File: config.mk
export PLATFORM = sky130hd
export DESIGN_NAME = axil_slave_port
export DESIGN_NICKNAME = d
export VERILOG_FILES = /design/src/emu_pkg.sv /design/src/axil_slave_port.sv
export SDC_FILE = /design/constraint.sdc
export NUM_CORES = 1
export LEC_CHECK = 0
export BUFFER_PORTS_ARGS = -buffer_cell sky130_fd_sc_hd__buf_4
export CAP_MARGIN = 30
export CORE_MARGIN = 2
export CORE_UTILIZATION = 41
export CTS_CLUSTER_SIZE = 8
export DETAILED_ROUTE_END_ITERATION = 6
export PLACE_DENSITY = 0.79
export SYNTH_ARGS = -nofsm -noshare
export SYNTH_HDL_FRONTEND = slang
export SYNTH_SLANG_ARGS = --single-unit
File: constraint.sdc
create_clock -name clk -period 2.8 [get_ports clk]
set_input_delay 0.28 -clock clk [delete_from_list [all_inputs] [get_ports clk]]
set_output_delay 0.28 -clock clk [all_outputs]
set_load 0.02 [all_outputs]
File: src/emu_pkg.sv
package emu_pkg;

    // AXI-lite widths
    typedef logic [11:0] axil_addr_t;
    typedef logic [31:0] axil_data_t;
    typedef logic [3:0]  axil_strb_t;
    typedef logic [1:0]  axil_resp_t;

    // emulation state
    typedef logic [63:0] cycle_t;

    // word index into the ideal memory
    typedef logic [9:0]  mem_index_t;

    localparam int MEM_DEPTH = 1024;

    // response codes
    localparam axil_resp_t RESP_OKAY   = 2'b00;
    localparam axil_resp_t RESP_SLVERR = 2'b10;

    // CSR map
    // stat bit 0 is halt
    localparam axil_addr_t REG_STAT     = 12'h000;
    localparam axil_addr_t REG_CYCLE_LO = 12'h008;
    localparam axil_addr_t REG_CYCLE_HI = 12'h00c;

    // processor store to this address halts the design
    localparam logic [31:0] TRIGGER_ADDR = 32'h0000_000c;

    localparam axil_strb_t FULL_STRB = 4'hf;

endpackage

File: src/axil_slave_port.sv
`timescale 1ns/1ps

module axil_slave_port (
    input  logic                clk,
    input  logic                rst,

    input  logic                s_arvalid,
    output logic                s_arready,
    input  emu_pkg::axil_addr_t s_araddr,
    output logic                s_rvalid,
    input  logic                s_rready,
    output emu_pkg::axil_data_t s_rdata,
    output emu_pkg::axil_resp_t s_rresp,

    input  logic                s_awvalid,
    output logic                s_awready,
    input  emu_pkg::axil_addr_t s_awaddr,
    input  logic                s_wvalid,
    output logic                s_wready,
    input  emu_pkg::axil_data_t s_wdata,
    input  emu_pkg::axil_strb_t s_wstrb,
    output logic                s_bvalid,
    input  logic                s_bready,
    output emu_pkg::axil_resp_t s_bresp,

    output emu_pkg::axil_addr_t rd_addr,
    input  emu_pkg::axil_data_t rd_data,
    output logic                wr_en,
    output emu_pkg::axil_addr_t wr_addr,
    output emu_pkg::axil_data_t wr_data,
    output emu_pkg::axil_strb_t wr_strb,
    input  logic                wr_err
);
    import emu_pkg::*;

    logic rd_pend;
    logic aw_held;
    logic w_held;
    logic rd_sample;

    // read data is taken one edge after the address
    assign rd_sample = rd_pend && !s_rvalid;

    always_ff @(posedge clk) begin
        if (rst) begin
            rd_pend  <= 1'b0;
            s_rvalid <= 1'b0;
        end else begin
            if (s_arvalid && s_arready) begin
                rd_pend <= 1'b1;
            end
            if (rd_sample) begin
                s_rvalid <= 1'b1;
            end
            if (s_rvalid && s_rready) begin
                rd_pend  <= 1'b0;
                s_rvalid <= 1'b0;
            end
        end
    end

    always_ff @(posedge clk) begin
        if (s_arvalid && s_arready) begin
            rd_addr <= s_araddr;
        end
        if (rd_sample) begin
            s_rdata <= rd_data;
        end
    end

    assign s_arready = !rd_pend;
    assign s_rresp   = RESP_OKAY;

    // hold off a new write while the previous response is unaccepted
    assign wr_en = aw_held && w_held && !s_bvalid;

    always_ff @(posedge clk) begin
        if (rst) begin
            aw_held  <= 1'b0;
            w_held   <= 1'b0;
            s_bvalid <= 1'b0;
        end else begin
            if (s_awvalid && s_awready) begin
                aw_held <= 1'b1;
            end
            if (s_wvalid && s_wready) begin
                w_held <= 1'b1;
            end
            if (wr_en) begin
                aw_held  <= 1'b0;
                w_held   <= 1'b0;
                s_bvalid <= 1'b1;
            end
            if (s_bvalid && s_bready) begin
                s_bvalid <= 1'b0;
            end
        end
    end

    always_ff @(posedge clk) begin
        if (s_awvalid && s_awready) begin
            wr_addr <= s_awaddr;
        end
        if (s_wvalid && s_wready) begin
            wr_data <= s_wdata;
            wr_strb <= s_wstrb;
        end
        if (wr_en) begin
            s_bresp <= wr_err ? RESP_SLVERR : RESP_OKAY;
        end
    end

    assign s_awready = !aw_held;
    assign s_wready  = !w_held;

endmodule

* After elaboration in Yosys (flattened, before gate mapping)
Cells that the tools add are included.
** Cells by class
- $lt $le $gt $ge :: 0
- Add/sub/neg operators :: 0
- Bitwise gates (word level) :: 0
- Muxes and demuxes :: 1
- Shift-type cells :: 0
- Div/mod/pow operators :: 0
- Equality and inequality tests :: 0
- Reduce and logical (&&, ||, !) cells :: 16
- Multipliers :: 0
** Operators with widths (count)
- 1-bit logical AND :: 8
- 2-bit OR reduction :: 3
- 1-bit zero test :: 5
- 2-bit 2-to-1 mux :: 1
** Word-level totals
- Bits in writable memories :: 0
- Register bits :: 99
- Memories :: 0
- Bits in latches :: 0
- ROM bits :: 0
- Output and inout bits :: 102

* Longest topological paths before layout
- Depth in word-level cells :: 3
- Gate-level depth with buffers :: 2

* Worst setup path after synthesis
No wires, ideal clock.
- Path type :: reg-to-reg
- Start :: reg rd_pend
- End :: reg s_rdata[0], enable pin
- Library setup time :: 0.421 ns
- Period minus slack after synthesis :: 2.284 ns
- Path buffers :: 0
- Path slack :: 0.516 ns
- Stages on the path, launching flop included :: 3
- Arrival time :: 1.863 ns
- Cell sequence :: dfxtp_1 > inv_1 > nor2_1
** On the way
- Word-level cells in the longest chain between the ends :: 1
** Ends and longest elaborated chain
- start: declaration :: line axil_slave_port.sv:36 : logic rd_pend;
- start signal: assignment :: line axil_slave_port.sv:46 : rd_pend <= 1'b0;
- start signal: assignment :: line axil_slave_port.sv:50 : rd_pend <= 1'b1;
- start signal: assignment :: line axil_slave_port.sv:56 : rd_pend <= 1'b0;
- 1-bit logical AND :: line axil_slave_port.sv:42 : assign rd_sample = rd_pend && !s_rvalid;
- net rd_sample :: line axil_slave_port.sv:39 : logic rd_sample;
- end signal: assignment :: line axil_slave_port.sv:67 : s_rdata <= rd_data;
- end: declaration :: line axil_slave_port.sv:12 : output emu_pkg::axil_data_t s_rdata,
The timed path passes the listed nets, and every way through them passes these cells.
A chain may end at the register's enable or synchronous reset.

* Worst setup path after layout
- Start :: reg rd_pend
- End :: reg rd_addr[8], enable pin
** On the way
- Word-level cells in the longest chain between the ends :: 2
** Ends and longest elaborated chain
- 1-bit zero test :: line axil_slave_port.sv:71 : assign s_arready = !rd_pend;
- 1-bit logical AND :: line axil_slave_port.sv:63 : if (s_arvalid && s_arready) begin
- end signal: assignment :: line axil_slave_port.sv:64 : rd_addr <= s_araddr;
- end: declaration :: line axil_slave_port.sv:26 : output emu_pkg::axil_addr_t rd_addr,
No other way between the ends.

==> metrics.txt <==
IO Pins 202; routed vias 1,916; post-synthesis xor/xnor area fraction 0%; Crit path required time 2770 ps; max-slew violations 0; Place WS 1270 ps; clk root buf clkbuf_8; final setup fails 0; initial core utilization 41.9%; Vias/cell 4.42; Die Area 8080 um2; Detailed Place HPWL 6090 um; worst clock skew 7.51 ps; # Post-CTS Setup Buffers 0; GP Congestion 0.764; Die H 89.9 um; main combinational cell family by area after synthesis simple AND/OR/NAND/NOR gates; Worst Hold Class in -> reg; number of routed nets with antenna violations 0; Layout area overhead 60.1%; f_max 0.671 GHz; port bufs 198; Fill cells 521; Worst Max-Slew Pin Slew 981 ps; pin count of the biggest net entering global routing 37; Routed Wire Length 7700 um; Period minus WS final 1490 ps; Post-Synth Adder-Cell Area 0%; Worst Path Arrival 1460 ps; Hold Violations, Final 0; Finished Layout Cells 433; share of layout cells above drive strength 1 65.3%; dpl cell area 4640 um2; Core Area 7210 um2; #FFs+latches synth 98; Ant. Diodes 0; Tot GR Track Use 18.9%; Worst path max stage delay 770 ps; mux cell area share after synthesis 0%; post-route cell area 4840 um2; total gr overflow 0; routed len/inst 17.8 um; kind of critical path reg -> reg; post-layout util 67.1%; cells along the critical path nor2b_1; initial antenna violation count 0; max_cap viols 0; Final period util 53.2%; Synth Area in Simple Gates 2.07%; slowest CP cell nor2b_1; sequential element share of the synthesized area 95.7%; H-tree Lvls 3; clock sinks 98; first-pass GRT wire length 11,100 um; Worst path top cell family by delay simple AND/OR/NAND/NOR gates; Hold Buf Count CTS 0; status completed; worst-path maximum fanout 12; initial DRC count 53; Critical Path Start Type flip-flop; CTS tree done; Gate Count Post-Synth 119; Slew headroom 34.5%; Die X 89.9 um; router iterations before antenna repair 4; Buf+Inv Stages, Crit Path 0; DRC 0; VDD IR max 0.361 mV; Rows 31; vias in the first global route 2,007; post-cts gate resize count 0; PwrDens 633 nW/um2; worst setup margin 1310 ps; endpoint class of the critical path flip-flop; number of CTS-inserted buffers 9; CTS max path bufs 2; Net count, final 429; library cells used by synthesis 14; Post-Route Setup TNS 0 ps; static leakage 2.04 nW; Post-Place Cells 417; Syn Std Cell Area 3020 um2; clock-pin transition on the worst setup and hold timing paths 90 ps; Worst-Skew Late Latency 350 ps; syn avg cell area 25.4 um2; Synth warnings 0; Compound-Gate Fraction of Synth Area 0.993%; unrepaired setup endpoints after global routing false
## stage by stage
step                      hold slack [ps]  power, W
after floorplan                       359   0.00193
after global placement                458   0.00218
after detailed placement              459   0.00219
after CTS                            79.2   0.00309
after global routing                 75.9   0.00316
final                                 100   0.00306
## layout by cell type (no fill, tap or decap)
master	instances
clkbuf_8	10
nor2b_2	1
nor2b_1	2
dfxtp_1	5
edfxtp_1	93
nor3_1	2
clkinv_4	1
clkinvlp_4	2
and2b_1	1
clkbuf_1	1
inv_1	3
o21ba_1	1
buf_4	200
nor2_2	1
nor2_1	2
conb_1	3
o21a_1	2
a21oi_1	1
bufinv_16	1
inv_6	1
and3b_4	1
## final timing paths
check	from	endpoint	slack, ps	cells after the start
setup / recovery	rd_pend$_SDFFE_PP0P_	rd_addr[8]$_DFFE_PP_	1310	1
hold / removal	rd_data[12]	s_rdata[12]$_DFFE_PP_	100	1
setup reg to reg	rd_pend$_SDFFE_PP0P_	rd_addr[8]$_DFFE_PP_	1310	1
hold reg to reg	w_held$_SDFFE_PP0P_	w_held$_SDFFE_PP0P_	520	2
## layer usage
| layer | GRT usage, % | routed length [um] | vias up |
|---|---|---|---|
| met5 | 0 | 0 | - |
| met4 | 9.49 | 257 | 0 |
| met3 | 6.45 | 630 | 21 |
| met2 | 33.9 | 4210 | 107 |
| met1 | 19.6 | 2610 | 918 |
| li1 | - | - | 870 |
## cells by family after synthesis
family / count (synthesis)
and+or+nand+nor: 10
AOI/OAI and AO/OA: 4
DFF: 98
buffers and inverters: 6
other: 1
## synth_stat cells (all sizes together)
master   n  share of area, %
o21a     2              0.50
and3b    1              0.41
o21ba    1              0.33
conb     1              0.12
dfxtp    5               3.3
nor2     3              0.37
inv      3              0.37
a21oi    1              0.17
nor3     2              0.33
nor2b    3              0.70
and2b    1              0.25
edfxtp  93                92
buf      3              0.74
## registers in the layout (all words and copies together) (netlist names)
signal	count
s_rdata	32
wr_data	32
wr_addr	12
rd_addr	12
rd_pend	1
s_bvalid	1
wr_strb	4
s_bresp	1
w_held	1
aw_held	1
s_rvalid	1
## power by group
part,leakage [nW],total (W),switching (W),internal (W)
Clock,0.0962,0.000911,0.000468,0.000443
Combinational,1.02,0.000412,0.000216,0.000196
Sequential,0.923,0.00174,0.0000292,0.00171
Total,2.04,0.00306,0.000713,0.00235
## area by class of cell
class	count	area, um2	share of cell area (%)
well taps	99	124	2.56
clock buffers	11	141	2.92
flip-flops and latches	98	2890	59.8
clock inverters	5	62.6	1.29
repair buffers	200	1500	31.0
multi-input cells	17	106	2.20
inverters	3	11.3	0.233
No activity file was read; power rests on OpenSTA's default activity.
