$ cat src/emu_pkg.sv
package emu_pkg;

    // AXI-lite widths
    typedef logic [11:0] axil_addr_t;
    typedef logic [31:0] axil_data_t;
    typedef logic [3:0]  axil_strb_t;
    typedef logic [1:0]  axil_resp_t;

    // emulation state
    typedef logic [63:0] cycle_t;

    // word index into the ideal memory
    typedef logic [9:0]  mem_index_t;

    localparam int MEM_DEPTH = 1024;

    // response codes
    localparam axil_resp_t RESP_OKAY   = 2'b00;
    localparam axil_resp_t RESP_SLVERR = 2'b10;

    // CSR map
    // stat bit 0 is halt
    localparam axil_addr_t REG_STAT     = 12'h000;
    localparam axil_addr_t REG_CYCLE_LO = 12'h008;
    localparam axil_addr_t REG_CYCLE_HI = 12'h00c;

    // processor store to this address halts the design
    localparam logic [31:0] TRIGGER_ADDR = 32'h0000_000c;

    localparam axil_strb_t FULL_STRB = 4'hf;

endpackage

$ cat src/emu_csr.sv
`timescale 1ns/1ps

module emu_csr (
    input  logic                clk,
    input  logic                rst,

    input  emu_pkg::axil_addr_t rd_addr,
    output emu_pkg::axil_data_t rd_data,

    input  logic                wr_en,
    input  emu_pkg::axil_addr_t wr_addr,
    input  emu_pkg::axil_data_t wr_data,
    input  emu_pkg::axil_strb_t wr_strb,
    output logic                wr_err,

    input  logic [31:0]         cpu_addr,
    input  logic                cpu_mem_write,

    output logic                halt
);
    import emu_pkg::*;

    cycle_t cycle;
    logic   trigger;
    logic   do_write;
    logic   wr_stat;
    logic   wr_cycle_lo;
    logic   wr_cycle_hi;

    // only full-word register writes are legal
    assign wr_err   = wr_strb != FULL_STRB;
    assign do_write = wr_en && !wr_err;

    assign wr_stat     = do_write && (wr_addr == REG_STAT);
    assign wr_cycle_lo = do_write && (wr_addr == REG_CYCLE_LO);
    assign wr_cycle_hi = do_write && (wr_addr == REG_CYCLE_HI);

    // processor store to the trigger address
    assign trigger = cpu_mem_write && (cpu_addr == TRIGGER_ADDR);

    always_ff @(posedge clk) begin
        if (rst) begin
            halt <= 1'b0;
        end else if (trigger) begin
            halt <= 1'b1;
        end else if (wr_stat) begin
            halt <= wr_data[0];
        end
    end

    // counter is free running until halted, then host loadable
    always_ff @(posedge clk) begin
        if (rst) begin
            cycle <= '0;
        end else if (!halt) begin
            cycle <= cycle + 64'd1;
        end else begin
            if (wr_cycle_lo) begin
                cycle[31:0] <= wr_data;
            end
            if (wr_cycle_hi) begin
                cycle[63:32] <= wr_data;
            end
        end
    end

    always_comb begin
        case (rd_addr)
            REG_STAT:     rd_data = {31'd0, halt};
            REG_CYCLE_LO: rd_data = cycle[31:0];
            REG_CYCLE_HI: rd_data = cycle[63:32];
            default:      rd_data = '0;
        endcase
    end

endmodule

$ cat config.mk
export PLATFORM = sky130hd
export DESIGN_NAME = emu_csr
export DESIGN_NICKNAME = d
export VERILOG_FILES = /design/src/emu_pkg.sv /design/src/emu_csr.sv
export SDC_FILE = /design/constraint.sdc
export NUM_CORES = 1
export LEC_CHECK = 0
export BUFFER_PORTS_ARGS = -buffer_cell sky130_fd_sc_hd__buf_2
export CORE_MARGIN = 4
export CORE_UTILIZATION = 34
export DETAILED_ROUTE_END_ITERATION = 8
export PLACE_DENSITY = 0.65
export SYNTH_ARGS = -nofsm -noshare
export SYNTH_HDL_FRONTEND = slang
export SYNTH_SLANG_ARGS = --single-unit
$ cat constraint.sdc
create_clock -name clk -period 2.5 [get_ports clk]
set_input_delay 0.5 -clock clk [delete_from_list [all_inputs] [get_ports clk]]
set_output_delay 0.5 -clock clk [all_outputs]
set_load 0.03 [all_outputs]
After elaboration in Yosys (flattened, before gate mapping)
Cells that the tools add are included.
Operators by class
  $add $sub $neg: 1
  eq/ne operators: 8
  muxes and demuxes: 6
  reduce and logical (&&, ||, !) cells: 9
Operators with widths (number)
  32-bit one-hot mux with 3 select lines: 1
  64-bit by 1-bit adder with 64-bit output, second input constant: 1
  32-bit 2-to-1 mux: 2
  64-bit 2-to-1 mux: 1
  12-bit by 4-bit equality test with 1-bit output, second input constant: 4
  32-bit by 4-bit equality test with 1-bit output, second input constant: 1
  12-bit logical NOT: 2
  1-bit logical AND: 5
  2-bit by 1-bit inequality test with 1-bit output, second input constant: 2
  4-bit inequality test, second input constant: 1
  1-bit 2-to-1 mux: 2
  2-bit nonzero test: 1
  1-bit logical NOT: 1
Storage, ports and cells
  flip-flop bits (word level): 65
  bits of input ports: 96
  output and inout port bits: 34
  logic and storage cells: 27

Logic depth before layout (Yosys ltp)
Gate-level depths: netlist (run 1).
  depth in word-level cells: 6
  gate-level depth with buffers: 9
  gate-level depth less buffers: 7

Least setup slack after synthesis (run 1)
No wires, ideal clock.
  path type: input-to-reg
  start point: input port wr_strb[2]
  end point: register cycle[50]
  library setup time: 133 ps
  arrival time: 2424 ps
  data required time: 2367 ps
  slack: -56 ps
  cell stages on the path: 7
  path buffers: 1
  cells stage by stage: nand4_1 > nand4b_1 > nor2_2 > buf_2 > mux2_2 > o21ai_0 > a21oi_1
Between the ends
  longest elaborated chain between the ends: 5
Ends and longest elaborated chain
  start, declared: line emu_csr.sv:13  | input emu_pkg::axil_strb_t wr_strb,
  4-bit inequality test: line emu_csr.sv:31  | assign wr_err = wr_strb != FULL_STRB;
  1-bit logical NOT: line emu_csr.sv:32  | assign do_write = wr_en && !wr_err;
  1-bit logical AND: line emu_csr.sv:32
  1-bit logical AND: line emu_csr.sv:36  | assign wr_cycle_hi = do_write && (wr_addr == REG_CYCLE_HI);
  2-bit by 1-bit inequality test with 1-bit output (no source line)
  end signal, assigned: line emu_csr.sv:56  | cycle <= cycle + 64'd1;
  end signal, assigned: line emu_csr.sv:62  | cycle[63:32] <= wr_data;
  end, declared: line emu_csr.sv:23  | cycle_t cycle;
Every way passes these cells.
A chain may end at the register's enable or synchronous reset.

Final worst setup path (run 1)
  start point: input port rd_addr[7]
  end point: output port rd_data[15]
Between the ends
  longest elaborated chain between the ends: 2
  elaborated cells on any way between the ends: 4
  those cells by class: 2 x eq/ne; 1 x mux; 1 x reduce/logical
Ends and longest elaborated chain
  start, declared: line emu_csr.sv:7  | input emu_pkg::axil_addr_t rd_addr,
  12-bit by 4-bit equality test with 1-bit output / 12-bit logical NOT (equally long branches): line emu_csr.sv:68  | case (rd_addr)
  32-bit one-hot mux with 3 select lines (*): line emu_csr.sv:68
  end, declared: line emu_csr.sv:8  | output emu_pkg::axil_data_t rd_data,
Every way passes the cells marked *; elsewhere a longest branch is shown, timed or not.

==> metrics.cfg, run 1 <==
[critical_path]
cp_num_buf_inv = 5
crit_arrival_ns = 1.96
cp-end-kind = output port
worstPathMaxFanout = 8
r2r_slack_ns = 0.19
critical_path.top_delay_family = buffers and inverters
cp.required_ns = 2.00
crit_path_max_incr_delay_ns = 0.27
path_cells = buf_2 -> nor4_4 -> nand3_2 -> buf_4 -> nor2_4 -> buf_12 -> buf_12 -> a22o_1 -> buf_6
r2r_end = cycle[63]$_SDFFE_PP0P_
crit_cells = 9
path_class = input port to output port
r2r_cells = 6
startpoint_type = input port
cpMostUsedCell = buf_12
slowest_stage = nor4_4
timing.rr.start = cycle[11]$_SDFFE_PP0P_

[route]
wl_um = 19000
post_drt_wl_per_cell_um = 19.8
routed_via_density = 5.94
vias = 5701
drc = 0
ant_nets = 0
first_iter_violations = 605
first_pass_iters = 5

[timing]
layout_min_cycle_time_ns = 2.46
drv_slew = 0
fin_skew_ns = 0.00388
finalSetupViolCount = 0
maxSlewHeadroom = 0.540
worst_slew_pin_slew_ns = 0.688
max_freq_mhz = 406
fin_crit_sh = 0.985
hold_viol = 0

[floorplan]
die_w_um = 127
rows = 43
die_area_sq_um = 16000
coreArea_sq_um = 13800
start_util = 0.346
pin_count = 130
die_h_um = 127

[global_route]
grt_pass1_wl_um = 28900
grt_max_degree = 49
antenna_found_initial = 0
track_usage = 0.225
grt.overflow.total = 0
grt_pass1_vias = 5337

[synth]
syn_inst = 612
ys_seq_area_frac = 0.272
avgSynthCellArea_sq_um = 7.82
async_flop_share = 0
ys.flop_type = dfxtp_1
yosys_warnings = 0
synth-edff-count = 0
syn-num-nets = 709
netlist_area_sq_um = 4790
ys_ff_latch = 65
synth_cell_types = 57

[layout]
design_area_sq_um = 6530
finalNetCount = 870
area_delta_synth_final_pct = 36.4
final_cell_mix = 98 x buf_2, 79 x buf_4, 64 x dfxtp_1, 62 x nand2_1, 42 x a21oi_1
final_common_cell = buf_2
layout-drive-gt1-share = 0.324
seq_area_sq_um = 1300
multi_input_area_sq_um = 3310
nFillCells = 1354

[clocking]
clock_latency_ns = 0.34
clkSinkCount = 65
tritoncts = built
htree_levels = 3
root_buffer = clkbuf_16
cts_inserted_buffers = 9
clk_pin_slew_ns = 0.05
cts_buffer_depth = 2
cts_hold_buffers = 0

[power]
finalPower_mw = 2.41
power_density_nw_per_um2 = 369
vdd_drop_max_v = 0.000300
leakagePower_nw = 2.46

[flow_run]
drv_cap = 0

[place]
dp_hpwl_um = 13500
numPortBuffers = 129
gp_congestion = 0.939
place_area_sq_um = 5960

[outcome]
outcome = finished clean

[min_path]
hold_depth = 4
hp-class = input port to register
min_from = cpu_addr[18]
worstHoldEndpoint = halt$_SDFFE_PP0P_

## cell usage after synthesis, types with 3 or more instances
master / instances / area (sq um)
nand4b_1: 3 / 26.3
nand2_1: 62 / 233
and3_1: 15 / 93.8
nand3_1: 30 / 150
xnor2_1: 24 / 210
dfxtp_1: 65 / 1300
nor2_1: 35 / 131
o21ai_0: 38 / 190
a22o_1: 30 / 263
a21oi_1: 42 / 210
buf_4: 3 / 22.5
and4_1: 5 / 43.8
a31oi_1: 14 / 87.6
mux2i_1: 20 / 200
a211o_1: 3 / 26.3
nand4_1: 23 / 144
xor2_1: 17 / 149
a211oi_1: 7 / 52.6
nor4b_1: 3 / 26.3
inv_1: 6 / 22.5
o22ai_1: 6 / 37.5
nor3_1: 25 / 125
or4_1: 3 / 22.5
nor4_1: 22 / 138
or3_1: 5 / 31.3
clkbuf_1: 30 / 113
mux2_2: 22 / 248
buf_2: 6 / 30.0
a311oi_1: 10 / 87.6
## metrics by stage
stage               utilization  hold slack [ns]  std cells  TNS (ns)  setup slack [ns]
floorplan                     -            0.482        612         0           0.00404
global placement          0.431            0.528        934   -0.0556           -0.0556
detailed placement        0.431            0.528        934   -0.0265           -0.0265
CTS                       0.461            0.443        955    -0.103           -0.0104
global route              0.472            0.454        958   -0.0338          -0.00756
finish                    0.472            0.434        959         0            0.0370
## logic make-up after synthesis
group,Yosys count,synth area share
and+or+nand+nor,249,0.285
AOI/OAI and AO/OA,162,0.221
DFF,65,0.272
buffers and inverters,52,0.0507
muxes,42,0.0936
xor gates and xnor gates,41,0.0750
adders and majority gates,1,0.00261
## tightest hold or removal path: cells and delay by family
family | cells | cell delay, ns
and+or+nand+nor | 2 | 0.09
buffers and inverters | 1 | 0.08
AOI/OAI and AO/OA | 1 | 0.06
## final cells by class
type / instances / area share
well taps: 180 / 0.0345
inverters: 7 / 0.00402
repair buffers: 195 / 0.212
diodes: 1 / 0.000383
clock inverters: 3 / 0.00230
flip-flops and latches: 65 / 0.200
multi-input cells: 495 / 0.507
clock buffers: 13 / 0.0399
## worst max path at each step
stage / startpoint / endpoint / slack, ns
floorplan: wr_strb[0] / cycle[50]$_SDFFE_PP0P_ / 0.004
global placement: rd_addr[7] / rd_data[15] / -0.06
detailed placement: rd_addr[7] / rd_data[15] / -0.03
CTS: rd_addr[1] / rd_data[7] / -0.01
global route: rd_addr[7] / rd_data[22] / -0.008
finish: rd_addr[7] / rd_data[15] / 0.04
## report_power, final
group          switching, mW  internal, mW  leakage [nW]  total [mW]
registers            0.00319          1.04         0.525        1.05
logic                 0.0976        0.0855          1.80       0.183
clock network          0.458         0.720         0.139        1.18
total                  0.559          1.85          2.46        2.41
## sequential cells by signal, summed over array words and instances (netlist names)
name,flops
cycle,64
halt,1
## repair_timing
| action | in CTS | in global routing |
|---|---|---|
| setup endpoints to repair | 7 | 32 |
| endpoints found under the hold margin | 0 | 0 |
| gates resized for setup | 17 | 36 |
| pin swaps | 3 | 6 |
| buffers inserted | 3 | 1 |
| cloned | 2 | 2 |
## per-layer routing
metal | vias up | share of wire | GRT usage
met5 | - | 0 | 0
met4 | 0 | 0.053 | 0.110
met3 | 67 | 0.083 | 0.0408
met2 | 286 | 0.46 | 0.367
met1 | 2692 | 0.40 | 0.286
li1 | 2656 | - | -
Power figures use the tool's default switching activity.
==> run 2: changes to the inputs <==
- CORE_UTILIZATION: 34 -> 30
- PLACE_DENSITY: 0.65 -> 0.59
==> run 2 against run 1 <==
  * Via count decreased by 4.0%
  * Sequential power about the same
  * Largest cell class unchanged
  * Critical path depth decreased by 1
  * Global-route usage decreased by 3.4 points
  * Worst setup slack improved by 0.020 ns
  * Design area decreased by 1.3%
  * Combinational power decreased by 8%
  * Worst hold slack improved by 0.0032 ns
  * First-iteration DRC count decreased by 52%
  * Die area increased by 12%
==> metrics.cfg, run 2 (synthesis results as in run 1) <==
[outcome]
outcome = finished clean

[critical_path]
crit_path_max_incr_delay_ns = 0.29  ; +0.02 ns
cp-end-kind = output port
crit_arrival_ns = 1.94  ; -0.02 ns
crit_start = rd_addr[1]
slowest_stage = nor4_2
cpMostUsedCell = buf_2
crit_path_end = rd_data[28]
startpoint_type = input port
path_cells = buf_2 -> nor4_2 -> nand3_2 -> nor3b_4 -> buf_12 -> buf_6 -> a22o_1 -> buf_2
timing.rr.start = cycle[0]$_SDFFE_PP0P_
r2r_cells = 8  ; +2
cp.required_ns = 2.00  ; about the same
r2r_slack_ns = 0.17  ; -0.02 ns
r2r_end = cycle[52]$_SDFFE_PP0P_
path_class = input port to output port
worstPathMaxFanout = 8  ; unchanged

[layout]
diodes = 0  ; -1
area_delta_synth_final_pct = 34.6
multi_input_area_sq_um = 3300  ; -0.42%
nFillCells = 1630  ; +20%
largest_reg_flops = 64  ; unchanged
seq_area_sq_um = 1300  ; about the same
final_cells = 993  ; +3.5%
layout-drive-gt1-share = 0.329  ; +0.00474
finalNetCount = 875  ; +0.57%
regMostFlops = cycle
top_regs = cycle x64, halt x1
final_cell_mix = 121 x buf_2, 64 x buf_4, 63 x dfxtp_1, 62 x nand2_1, 42 x a21oi_1
final_common_cell = buf_2

[clocking]
root_buffer = clkbuf_16
clk_pin_slew_ns = 0.05  ; about the same
clock_latency_ns = 0.34  ; about the same
cts_buffer_depth = 2  ; unchanged
htree_levels = 3  ; unchanged
tritoncts = built
clkSinkCount = 65  ; unchanged
cts_inserted_buffers = 9  ; unchanged
cts_hold_buffers = 0  ; unchanged

[floorplan]
rows = 45  ; +4.7%
die_h_um = 134  ; +6.1%
pin_count = 130  ; unchanged
start_util = 0.310  ; -0.0359
die_area_sq_um = 18000  ; +12%
die_w_um = 134  ; +6.1%
coreArea_sq_um = 15400  ; +12%

[timing]
finalSetupViolCount = 0  ; unchanged
fin_skew_ns = 0.00590  ; +0.00202 ns
maxSlewHeadroom = 0.523  ; -0.0168
worst_slew_pin_slew_ns = 0.713  ; +0.0251 ns
max_freq_mhz = 409  ; +0.83%
hold_viol = 0  ; unchanged
holdWs_ns = 0.437  ; +0.00316 ns
layout_min_cycle_time_ns = 2.44  ; -0.0204 ns
drv_slew = 0  ; unchanged
fin_crit_sh = 0.977  ; -0.00815

[flow_run]
drv_cap = 0  ; unchanged

[power]
pwr-share-clk = 0.505  ; +0.016
swShare = 0.232  ; -0.000639
power_density_nw_per_um2 = 381  ; +3.3%
power_frac_seq = 0.427  ; -0.007
power_report.internal_total_mw = 1.89  ; +2.1%
leakagePower_nw = 2.46  ; about the same
switchingPower_mw = 0.568  ; +1.7%
finalPower_mw = 2.45  ; +2.0%
vdd_drop_max_v = 0.000282  ; -5.8%
p_comb_frac = 0.069  ; -0.007

[route]
routed_via_density = 5.51  ; -7.3%
vias = 5474  ; -4.0%
first_iter_violations = 289  ; -52%
wl_um = 18100  ; -4.4%
first_pass_iters = 4  ; -1
drc = 0  ; unchanged
post_drt_wl_per_cell_um = 18.2  ; -7.7%
ant_nets = 0  ; unchanged

[place]
numPortBuffers = 129  ; unchanged
place_inst = 975  ; +4.4%
gp_congestion = 0.888  ; -5.4%
dp_hpwl_um = 13500  ; -0.29%

[global_route]
grt-busiest-layer = met2
grt_pass1_wl_um = 27700  ; -4.1%
met3_usage = 0.0476  ; +0.00679
antenna_found_initial = 1  ; +1
grt_pass1_vias = 5103  ; -4.4%
track_usage = 0.190  ; -0.0345
use_met2 = 0.293  ; -0.0735
grt_max_degree = 54  ; +10%
grt_use_met1 = 0.269  ; -0.0170
grt.overflow.total = 0  ; unchanged

[min_path]
hp-class = input port to register

-- run 2: cell types whose count changed in the layout (fill, tap and decap cells not counted), moves of 2 or more --
cell and delta:
clkbuf_4 +3, buf_16 -2, clkbuf_16 -2, buf_2 +23, clkbuf_8 -2, buf_4 -15
-- run 2: how the worst min path moves through the flow --
stage / startpoint / slack (ns) / cells past startpoint / to
detailed placement: cycle[63]$_SDFFE_PP0P_ / 0.53 / 2 / cycle[63]$_SDFFE_PP0P_
global route: wr_data[4] / 0.45 / 3 / cycle[4]$_SDFFE_PP0P_
global placement: cycle[63]$_SDFFE_PP0P_ / 0.52 / 2 / cycle[63]$_SDFFE_PP0P_
CTS: wr_data[16] / 0.43 / 3 / cycle[16]$_SDFFE_PP0P_
finish: wr_data[16] / 0.44 / 3 / cycle[16]$_SDFFE_PP0P_
floorplan: cycle[15]$_SDFFE_PP0P_ / 0.48 / 2 / cycle[15]$_SDFFE_PP0P_
-- run 2: final cells by class --
| type | instances | area share |
|---|---|---|
| inverter | 7 | 0.00408 |
| timing repair buffer | 200 | 0.197 |
| clock buffer | 11 | 0.0361 |
| clock inverter | 4 | 0.00699 |
| tap | 211 | 0.0410 |
| sequential | 65 | 0.202 |
| multi-input combinational | 495 | 0.512 |
-- run 2: metrics by stage --
step | util | area, sq um | setup WS [ns] | TNS, ns
final | 0.418 | 6440 | 0.0573 | 0
after global routing | 0.418 | 6440 | -0.0161 | -0.166
after CTS | 0.411 | 6340 | 0.0382 | 0
after detailed placement | 0.393 | 6070 | 0.0469 | 0
after global placement | 0.393 | 6070 | 0.0448 | 0
after floorplan | - | 4790 | 0.00404 | 0
-- run 2: power by group through the flow --
stage / Combinational (mW) / Clock, mW / Sequential, mW
floorplan: 0.0462 / 0 / 1.07
global placement: 0.162 / 0 / 1.07
detailed placement: 0.162 / 0 / 1.07
CTS: 0.163 / 1.25 / 1.05
global route: 0.183 / 1.29 / 1.05
finish: 0.169 / 1.24 / 1.05
-- run 2: worst max-delay path, delay by kind of cell --
family	cells	cell delay, ns
buffers and inverters	4	0.59
AOI/OAI and AO/OA	1	0.16
and+or+nand+nor	3	0.68
-- run 2: layer usage --
| metal | part of all wire | routed length, um |
|---|---|---|
| met5 | 0.00039 | 7 |
| met4 | 0.016 | 297 |
| met3 | 0.082 | 1490 |
| met2 | 0.44 | 7950 |
| met1 | 0.46 | 8380 |
-- run 2: what timing repair did --
| item | 4_1_cts | 5_1_grt |
|---|---|---|
| setup endpoints to repair | 0 | 34 |
| resized for setup | 0 | 22 |
| setup buffers | 0 | 1 |
| endpoints found under the hold margin | 0 | 0 |
